## config.mk

```make
export PLATFORM = sky130hd
export DESIGN_NAME = rv_fetch_top
export DESIGN_NICKNAME = d
export VERILOG_FILES = /design/src/hw/rv_isa_pkg.sv /design/src/hw/fetch_pkg.sv /design/src/hw/fetch_apb_master.sv /design/src/hw/rv_fetch_buf.sv /design/src/hw/rvc_expand.sv /design/src/hw/rv_predecode.sv /design/src/hw/fetch_out_stage.sv /design/src/hw/rv_fetch_top.sv
export SDC_FILE = /design/constraint.sdc
export NUM_CORES = 1
export LEC_CHECK = 0
export BUFFER_PORTS_ARGS = -buffer_cell sky130_fd_sc_hd__buf_2
export CAP_MARGIN = 5
export CORE_MARGIN = 3
export CORE_UTILIZATION = 26
export DETAILED_ROUTE_END_ITERATION = 12
export PLACE_DENSITY = 0.44
export SETUP_SLACK_MARGIN = 0.4
export SLEW_MARGIN = 20
export SYNTH_ARGS = -nofsm -noshare
export SYNTH_HDL_FRONTEND = slang
export SYNTH_SLANG_ARGS = --single-unit
```

## constraint.sdc

```tcl
create_clock -name i_clk -period 4.23 [get_ports i_clk]
set_input_delay 0.846 -clock i_clk [delete_from_list [all_inputs] [get_ports i_clk]]
set_output_delay 0.846 -clock i_clk [all_outputs]
set_load 0.05 [all_outputs]
```

## src/hw/rv_isa_pkg.sv

```systemverilog
package rv_isa_pkg;

    typedef logic [31:0] instr32_t;
    typedef logic [15:0] instr16_t;
    typedef logic [6:0]  opcode_t;

    // Major opcodes of the base integer ISA
    localparam opcode_t OPC_JAL    = 7'b1101111;
    localparam opcode_t OPC_JALR   = 7'b1100111;
    localparam opcode_t OPC_BRANCH = 7'b1100011;
    localparam opcode_t OPC_OPIMM  = 7'b0010011;
    localparam opcode_t OPC_OP     = 7'b0110011;

    // Low two bits of a compressed instruction, 2'b11 marks a full width one
    localparam logic [1:0] C_Q0 = 2'b00;
    localparam logic [1:0] C_Q1 = 2'b01;
    localparam logic [1:0] C_Q2 = 2'b10;

    // Compressed funct3 in bits 15:13
    localparam logic [2:0] C_F3_ADDI      = 3'b000;
    localparam logic [2:0] C_F3_JAL       = 3'b001;
    localparam logic [2:0] C_F3_LI        = 3'b010;
    localparam logic [2:0] C_F3_JR_MV_ADD = 3'b100;
    localparam logic [2:0] C_F3_J         = 3'b101;
    localparam logic [2:0] C_F3_BEQZ      = 3'b110;
    localparam logic [2:0] C_F3_BNEZ      = 3'b111;

endpackage

```

## src/hw/fetch_pkg.sv

```systemverilog
package fetch_pkg;

    // Byte address
    typedef logic [31:0] addr_t;

    // Word address, the byte address without its two low bits
    typedef logic [29:0] waddr_t;

    typedef logic [31:0] word_t;

    // Read only APB3 request from the fetch master
    typedef struct packed {
        logic  psel;
        logic  penable;
        logic  pwrite;
        addr_t paddr;
    } apb_req_t;

    typedef struct packed {
        word_t prdata;
        logic  pready;
    } apb_rsp_t;

    // One realigned instruction toward decode
    typedef struct packed {
        addr_t                pc;
        rv_isa_pkg::instr32_t raw;
        rv_isa_pkg::instr32_t expanded;
        logic                 is_comp;
        logic                 is_ctrl;
        logic                 is_expandable;
    } fetch_out_t;

endpackage

```

## src/hw/fetch_apb_master.sv

```systemverilog
`timescale 1ns/10ps

module fetch_apb_master
#(
    parameter logic [31:0] RESET_PC = 32'h0
)
(
    input  logic                i_clk,
    input  logic                i_arst_n,
    input  logic                i_not_full,
    output fetch_pkg::apb_req_t o_apb_req,
    input  fetch_pkg::apb_rsp_t i_apb_rsp,
    output logic                o_push,
    output fetch_pkg::word_t    o_push_data
);

    import fetch_pkg::*;

    typedef enum logic [1:0] {IDLE, SETUP, ACCESS} state_t;

    state_t state;
    state_t state_next;
    waddr_t waddr;
    logic   done;

    assign done = (state == ACCESS) && i_apb_rsp.pready;

    // i_not_full already counts a push in the same cycle, so transfers can run back to back
    always_comb
    begin
        state_next = state;
        case (state)
            IDLE:
            begin
                if (i_not_full)
                    state_next = SETUP;
            end
            SETUP:
                state_next = ACCESS;
            ACCESS:
            begin
                if (i_apb_rsp.pready)
                    state_next = i_not_full ? SETUP : IDLE;
            end
            default:
                state_next = IDLE;
        endcase
    end

    always_ff @(posedge i_clk or negedge i_arst_n)
    begin
        if (!i_arst_n)
        begin
            state <= IDLE;
            waddr <= RESET_PC[31:2];
        end
        else
        begin
            state <= state_next;
            if (done)
                waddr <= waddr + 30'd1;
        end
    end

    always_comb
    begin
        o_apb_req.psel    = state != IDLE;
        o_apb_req.penable = state == ACCESS;
        o_apb_req.pwrite  = 1'b0;
        o_apb_req.paddr   = {waddr, 2'b00};
    end

    assign o_push      = done;
    assign o_push_data = i_apb_rsp.prdata;

    a_penable_after_setup: assert property (@(posedge i_clk) disable iff (!i_arst_n)
        o_apb_req.penable |-> o_apb_req.psel && $past(o_apb_req.psel));

    // Address holds from setup until the memory answers
    a_paddr_stable: assert property (@(posedge i_clk) disable iff (!i_arst_n)
        o_apb_req.psel && !(o_apb_req.penable && i_apb_rsp.pready)
        |=> $stable(o_apb_req.paddr));

endmodule

```

## src/hw/rv_fetch_buf.sv

```systemverilog
`timescale 1ns/10ps

module rv_fetch_buf
#(
    parameter int          IADDR_BITS = 16,
    parameter int          DEPTH_BITS = 2,
    parameter logic [31:0] RESET_PC   = 32'h0
)
(
    input  logic                  i_clk,
    input  logic                  i_arst_n,
    input  logic                  i_stall,
    input  logic                  i_push,
    input  fetch_pkg::word_t      i_data,
    output rv_isa_pkg::instr32_t  o_data,
    output logic [IADDR_BITS-2:0] o_pc,
    output logic                  o_not_empty,
    output logic                  o_not_full
);

    import rv_isa_pkg::*;
    import fetch_pkg::*;

    localparam int QSIZE = 2 ** DEPTH_BITS;

    word_t                 data  [QSIZE];
    word_t                 above [QSIZE];
    logic [QSIZE:0]        is_head;
    logic [IADDR_BITS-2:0] pc;
    logic [IADDR_BITS-2:0] pc_next;
    instr16_t              latch_hi;
    logic                  hi_valid;
    instr16_t              data_lo;
    instr16_t              data_hi;
    logic                  have_word;
    logic                  odd;
    logic                  is_comp;
    logic                  skip;
    logic                  consume;
    logic                  pop;

    // One-hot fill level, is_head[k] means k words are queued
    assign have_word = !is_head[0];
    assign odd       = pc[0];

    // At an odd halfword the low half is the upper half of the last popped word
    assign data_lo = odd ? latch_hi : data[0][15:0];
    assign data_hi = odd ? data[0][15:0] : data[0][31:16];
    assign is_comp = data_lo[1:0] != 2'b11;

    // Starting at an odd halfword with nothing latched, the first low half is dropped
    assign skip = odd && !hi_valid && have_word;

    always_comb
    begin
        if (!odd)
            o_not_empty = have_word;
        else
            o_not_empty = hi_valid && (is_comp || have_word);
    end

    assign consume = o_not_empty && !i_stall;
    assign pop     = (consume && (!odd || !is_comp)) || skip;
    assign pc_next = pc + (is_comp ? (IADDR_BITS-1)'(1) : (IADDR_BITS-1)'(2));

    always_ff @(posedge i_clk or negedge i_arst_n)
    begin
        if (!i_arst_n)
        begin
            is_head  <= (QSIZE+1)'(1);
            pc       <= RESET_PC[IADDR_BITS-1:1];
            hi_valid <= 1'b0;
        end
        else
        begin
            if (i_push && !pop)
                is_head <= is_head << 1;
            else if (pop && !i_push)
                is_head <= is_head >> 1;
            if (consume)
                pc <= pc_next;
            // The latch holds a pending half exactly when the next pc is odd
            if (consume || skip)
                hi_valid <= skip || pc_next[0];
        end
    end

    always_comb
    begin
        for (int i = 0; i < QSIZE-1; i++)
            above[i] = data[i+1];
        above[QSIZE-1] = i_data;
    end

    always_ff @(posedge i_clk)
    begin
        if (pop)
            latch_hi <= data[0][31:16];
        for (int i = 0; i < QSIZE; i++)
        begin
            if (pop)
                data[i] <= (i_push && is_head[i+1]) ? i_data : above[i];
            else if (i_push && is_head[i])
                data[i] <= i_data;
        end
    end

    assign o_data     = {data_hi, data_lo};
    assign o_pc       = pc;
    assign o_not_full = !is_head[QSIZE] && !(is_head[QSIZE-1] && i_push && !pop);

    a_no_overflow: assert property (@(posedge i_clk) disable iff (!i_arst_n)
        i_push |-> !is_head[QSIZE]);

endmodule

```

## src/hw/rvc_expand.sv

```systemverilog
`timescale 1ns/10ps

module rvc_expand
(
    input  rv_isa_pkg::instr32_t i_instr,
    output rv_isa_pkg::instr32_t o_expanded,
    output logic                 o_valid
);

    import rv_isa_pkg::*;

    instr16_t    c;
    logic [1:0]  quad;
    logic [2:0]  funct3;
    logic [4:0]  rd;
    logic [4:0]  rs2;
    logic [11:0] imm;

    assign c      = i_instr[15:0];
    assign quad   = c[1:0];
    assign funct3 = c[15:13];
    assign rd     = c[11:7];
    assign rs2    = c[6:2];

    // CI immediate, sign bit in c[12]
    assign imm = {{7{c[12]}}, c[6:2]};

    always_comb
    begin
        o_valid    = 1'b1;
        o_expanded = i_instr;
        if (quad == C_Q1 && funct3 == C_F3_LI)
        begin
            o_expanded = {imm, 5'd0, 3'b000, rd, OPC_OPIMM};
        end
        else if (quad == C_Q1 && funct3 == C_F3_ADDI)
        begin
            o_expanded = {imm, rd, 3'b000, rd, OPC_OPIMM};
        end
        else if (quad == C_Q2 && funct3 == C_F3_JR_MV_ADD && rs2 != 5'd0)
        begin
            // Bit 12 set is C.ADD, clear is C.MV
            if (c[12])
                o_expanded = {7'd0, rs2, rd, 3'b000, rd, OPC_OP};
            else
                o_expanded = {7'd0, rs2, 5'd0, 3'b000, rd, OPC_OP};
        end
        else
        begin
            o_valid = 1'b0;
        end
    end

endmodule

```

## src/hw/rv_predecode.sv

```systemverilog
`timescale 1ns/10ps

module rv_predecode
(
    input  rv_isa_pkg::instr32_t i_instr,
    output logic                 o_is_comp,
    output logic                 o_is_ctrl
);

    import rv_isa_pkg::*;

    opcode_t    opcode;
    logic [1:0] quad;
    logic [2:0] funct3;
    logic       c_ctrl;
    logic       w_ctrl;

    assign opcode = i_instr[6:0];
    assign quad   = i_instr[1:0];
    assign funct3 = i_instr[15:13];

    assign o_is_comp = quad inside {C_Q0, C_Q1, C_Q2};

    // C.JR and C.JALR share funct3 with C.MV and C.ADD but have rs2 zero
    always_comb
    begin
        c_ctrl = 1'b0;
        if (quad == C_Q1)
            c_ctrl = funct3 inside {C_F3_J, C_F3_JAL, C_F3_BEQZ, C_F3_BNEZ};
        else if (quad == C_Q2 && funct3 == C_F3_JR_MV_ADD)
            c_ctrl = i_instr[6:2] == 5'd0;
    end

    assign w_ctrl    = opcode inside {OPC_JAL, OPC_JALR, OPC_BRANCH};
    assign o_is_ctrl = o_is_comp ? c_ctrl : w_ctrl;

endmodule

```

## src/hw/fetch_out_stage.sv

```systemverilog
`timescale 1ns/10ps

module fetch_out_stage
#(
    parameter int IADDR_BITS = 16
)
(
    input  logic                  i_clk,
    input  logic                  i_arst_n,
    input  logic                  i_avail,
    input  logic [IADDR_BITS-2:0] i_pc,
    input  rv_isa_pkg::instr32_t  i_raw,
    input  rv_isa_pkg::instr32_t  i_expanded,
    input  logic                  i_expandable,
    input  logic                  i_is_comp,
    input  logic                  i_is_ctrl,
    output logic                  o_take,
    input  logic                  i_out_ready,
    output logic                  o_out_valid,
    output fetch_pkg::fetch_out_t o_out
);

    import rv_isa_pkg::*;
    import fetch_pkg::*;

    instr32_t   raw;
    fetch_out_t out_d;

    // The upper half past a compressed instruction belongs to the next one
    assign raw = i_is_comp ? {16'h0, i_raw[15:0]} : i_raw;

    always_comb
    begin
        out_d.pc            = {{(32-IADDR_BITS){1'b0}}, i_pc, 1'b0};
        out_d.raw           = raw;
        out_d.expanded      = i_expandable ? i_expanded : raw;
        out_d.is_comp       = i_is_comp;
        out_d.is_ctrl       = i_is_ctrl;
        out_d.is_expandable = i_expandable;
    end

    assign o_take = i_avail && (!o_out_valid || i_out_ready);

    always_ff @(posedge i_clk or negedge i_arst_n)
    begin
        if (!i_arst_n)
            o_out_valid <= 1'b0;
        else if (o_take)
            o_out_valid <= 1'b1;
        else if (i_out_ready)
            o_out_valid <= 1'b0;
    end

    always_ff @(posedge i_clk)
    begin
        if (o_take)
            o_out <= out_d;
    end

    a_hold_stable: assert property (@(posedge i_clk) disable iff (!i_arst_n)
        o_out_valid && !i_out_ready |=> o_out_valid && $stable(o_out));

endmodule

```

## src/hw/rv_fetch_top.sv

```systemverilog
`timescale 1ns/10ps

module rv_fetch_top
#(
    parameter int          IADDR_BITS = 16,
    parameter int          DEPTH_BITS = 2,
    parameter logic [31:0] RESET_PC   = 32'h0
)
(
    input  logic                  i_clk,
    input  logic                  i_arst_n,
    output fetch_pkg::apb_req_t   o_apb_req,
    input  fetch_pkg::apb_rsp_t   i_apb_rsp,
    output logic                  o_out_valid,
    output fetch_pkg::fetch_out_t o_out,
    input  logic                  i_out_ready
);

    import rv_isa_pkg::*;
    import fetch_pkg::*;

    logic                  push;
    word_t                 push_data;
    logic                  not_full;
    logic                  not_empty;
    instr32_t              buf_data;
    logic [IADDR_BITS-2:0] buf_pc;
    logic                  take;
    instr32_t              expanded;
    logic                  expandable;
    logic                  is_comp;
    logic                  is_ctrl;

    fetch_apb_master
    #(
        .RESET_PC    (RESET_PC)
    )
    u_master
    (
        .i_clk       (i_clk),
        .i_arst_n    (i_arst_n),
        .i_not_full  (not_full),
        .o_apb_req   (o_apb_req),
        .i_apb_rsp   (i_apb_rsp),
        .o_push      (push),
        .o_push_data (push_data)
    );

    rv_fetch_buf
    #(
        .IADDR_BITS  (IADDR_BITS),
        .DEPTH_BITS  (DEPTH_BITS),
        .RESET_PC    (RESET_PC)
    )
    u_buf
    (
        .i_clk       (i_clk),
        .i_arst_n    (i_arst_n),
        .i_stall     (~take),
        .i_push      (push),
        .i_data      (push_data),
        .o_data      (buf_data),
        .o_pc        (buf_pc),
        .o_not_empty (not_empty),
        .o_not_full  (not_full)
    );

    rvc_expand u_expand
    (
        .i_instr    (buf_data),
        .o_expanded (expanded),
        .o_valid    (expandable)
    );

    rv_predecode u_predecode
    (
        .i_instr   (buf_data),
        .o_is_comp (is_comp),
        .o_is_ctrl (is_ctrl)
    );

    fetch_out_stage
    #(
        .IADDR_BITS   (IADDR_BITS)
    )
    u_out
    (
        .i_clk        (i_clk),
        .i_arst_n     (i_arst_n),
        .i_avail      (not_empty),
        .i_pc         (buf_pc),
        .i_raw        (buf_data),
        .i_expanded   (expanded),
        .i_expandable (expandable),
        .i_is_comp    (is_comp),
        .i_is_ctrl    (is_ctrl),
        .o_take       (take),
        .i_out_ready  (i_out_ready),
        .o_out_valid  (o_out_valid),
        .o_out        (o_out)
    );

endmodule

```

==> impl_metrics.ini <==
[synth]
synth_top_family_by_area = multiplexers
yosys_warnings = 0
synth_top_cell_area_share_pct = 56.68
synth_fa_ha_area_share_pct = 0.5984
synth.distinct_cells = 59
synth-simple-area-share_pct = 6.957
yosys.area.top_type = edfxtp_1
synth_compound_area_share_pct = 3.110
seq_area_frac_synth_pct = 68.23
ys_ff_latch = 275
synth-edff-count = 221
yosysMostFrequentCell = edfxtp_1
syn_area_sq_um = 11710
synth_xor_xnor_area_share_pct = 3.142
async_flop_share_pct = 19.64
synth_cells = 721
synth_mux_area_share_pct = 14.45
avgSynthCellArea_sq_um = 16.24
synth_area_leaders = edfxtp_1 57%, dfrtp_1 11%, mux2_4 7.7%
synth_common_cells = 221 x edfxtp_1, 60 x mux2_4, 53 x dfrtp_1
synthFlopType = edfxtp_1

[route]
antenna_left = 0
dr.pass1.iters = 6
via_per_inst = 4.154
top_layer_used = met4
drt_iter0_drc = 398
wl_met3_mm = 1.192
route.detailed.drc = 0
routed_wl_mm = 25.20
wl_met1_mm = 11.88
vias = 6223
route.met2.wl_mm = 11.75
avgRoutedWirePerCell_microns = 16.83

[cts]
cts_sinks = 275
holdBufCountCts = 0
clk_latency_ns = 0.58
cts_buffers = 30
clockBufferDepth = 3
h-tree-depth = 1
postCtsResizedCells = 0
clk_pin_slew_ns = 0.06
cts_setup_buffers = 0
cts_root_buf = clkbuf_16
cts_tree = yes

[timing]
worst_pin_slew_ns = 0.8318
slew_violations = 0
fmax_mhz = 302.1
finalHoldViolations = 0
relSlewSlack_pct = 44.39
setup_tns_ns = 0
period_needed_ns = 3.310
period_share_pct = 78.24
worst_slack_ns = 0.9203
clock_skew_ns = 0.02684
final-setup-viol-count = 0
rsz0062_at_grt = false

[floorplan]
core_sq_um = 44320
die_h_microns = 218.2
die_width_microns = 218.2
num_rows = 77
io_pins = 171
dieArea_sq_um = 47620
floorplan.initialDensity_pct = 26.42

[final_layout]
antenna_cells = 0
drive_above_1_share_pct = 34.88
nNetsFinal = 924
area.growth.synth_to_final_pct = 19.40

[worst_setup_path]
required_ns = 4.41
worstSetupPathType = flop to flop
reg2reg_slack_ns = 0.92
crit_fanout = 23
r2r_end = u_buf.latch_hi[15]
crit_arrival_ns = 3.49
r2r-start = u_buf.o_pc[0]
r2r_cells = 7
critPathCaptureType = flop
start_kind = flop

[placed_design]
dp_slack_ns = 0.8268
routabilityCongestion = 0.7004
io_buffers = 150
dp_hpwl_mm = 17.22

[pwr]
leakage_uw = 0.005514
finalPower_uw = 11980
ir_worst_vdd_mv = 0.3691
power_density_nw_per_um2 = 857.2

[job]
max_cap_violations = 0

[global_route]
antenna_found_initial = 0
grt_max_degree = 46
grt-ovfl-total = 0
grt_pass1_wl_mm = 38.74
grt_pass1_vias = 6318
grt_use_total_pct = 10.35

[hold_path]
hold_path.class = primary input to async pin

[outcome]
outcome = finished clean
layer usage:
layer | up-vias | track usage, %
li1 | 2984 | -
met1 | 3089 | 14.26
met2 | 124 | 16.72
met3 | 26 | 2.016
met4 | 0 | 2.740
met5 | - | 0
placed cells by master (no fill, tap or decap), types with 11 or more instances in the layout:
master	n
buf_2	150
buf_4	11
clkbuf_16	30
conb_1	20
dfrtp_1	52
edfxtp_1	221
inv_1	16
mux2_2	41
mux2_4	60
mux2i_1	25
nand2_1	38
nand3_1	15
nor2_1	21
nor4_1	17
o21ai_0	13
xnor2_1	19
xor2_1	23
critical path: stages, from the launching register on:
cell	delay [ns]
dfrtp_2	0.59
nor2b_1	0.23
a32o_1	0.31
inv_1	0.11
ha_1	0.29
a2111oi_4	0.58
nor2_1	0.22
inv_1	0.59
sequential cells by signal, indices dropped and copies added, names as in the netlist:
| signal | cells |
|---|---|
| u_buf.hi_valid | 1 |
| u_buf.data | 128 |
| u_out.o_out | 77 |
| u_out.o_out_valid | 1 |
| u_buf.latch_hi | 16 |
| u_master.waddr | 30 |
| u_buf.is_head | 5 |
| u_master.state | 2 |
| u_buf.o_pc | 15 |
worst max path at each step:
| stage | from | endpoint | cells after the start |
|---|---|---|---|
| CTS | u_buf.o_pc[0] | u_buf.latch_hi[15] | 7 |
| finish | u_buf.o_pc[0] | u_buf.latch_hi[15] | 7 |
| global placement | u_buf.o_pc[0] | u_buf.latch_hi[10] | 7 |
| floorplan | i_out_ready | u_out.o_out[0] | 3 |
| detailed placement | u_buf.o_pc[0] | u_buf.latch_hi[10] | 7 |
| global route | u_buf.o_pc[0] | u_buf.latch_hi[15] | 7 |
power by group:
part	switching (uW)	total [uW]	internal, uW	leakage, uW
registers	512	5190	4670	0.00283
logic	3020	4280	1260	0.00222
clock network	1080	2520	1440	0.000456
total	4600	12000	7380	0.00551
kinds of logic (layout without fill, tap and decap cells):
logic type      Yosys count  count (layout)
simple gates            150             150
fa+ha+maj                 5               5
flops                   275             275
mux                     133             133
buf+inv                  68             234
other cells               1              20
xor+xnor                 42              42
compound gates           47              47
per-stage QoR:
| step | instance area (sq um) | std cells | util (%) | hold WS (ns) |
|---|---|---|---|---|
| final | 13980 | 1498 | 31.54 | 0.3085 |
| after global routing | 13980 | 1498 | 31.54 | 0.3267 |
| after CTS | 13980 | 1498 | 31.54 | 0.2843 |
| after detailed placement | 13030 | 1443 | 29.41 | 0.4582 |
| after global placement | 13030 | 1443 | 29.41 | 0.4539 |
| after floorplan | 11780 | 740 | - | 0.4257 |
final cells by class:
| type | count | area (sq um) |
|---|---|---|
| fill | 4406 | 30340 |
| inverter | 17 | 65.06 |
| clock inverter | 17 | 156.4 |
| clock buffer | 38 | 790.8 |
| multi-input combinational | 397 | 3383 |
| timing repair buffer | 162 | 853.3 |
| tap | 592 | 740.7 |
| sequential | 275 | 7990 |
(Power assumes the default switching activity.)
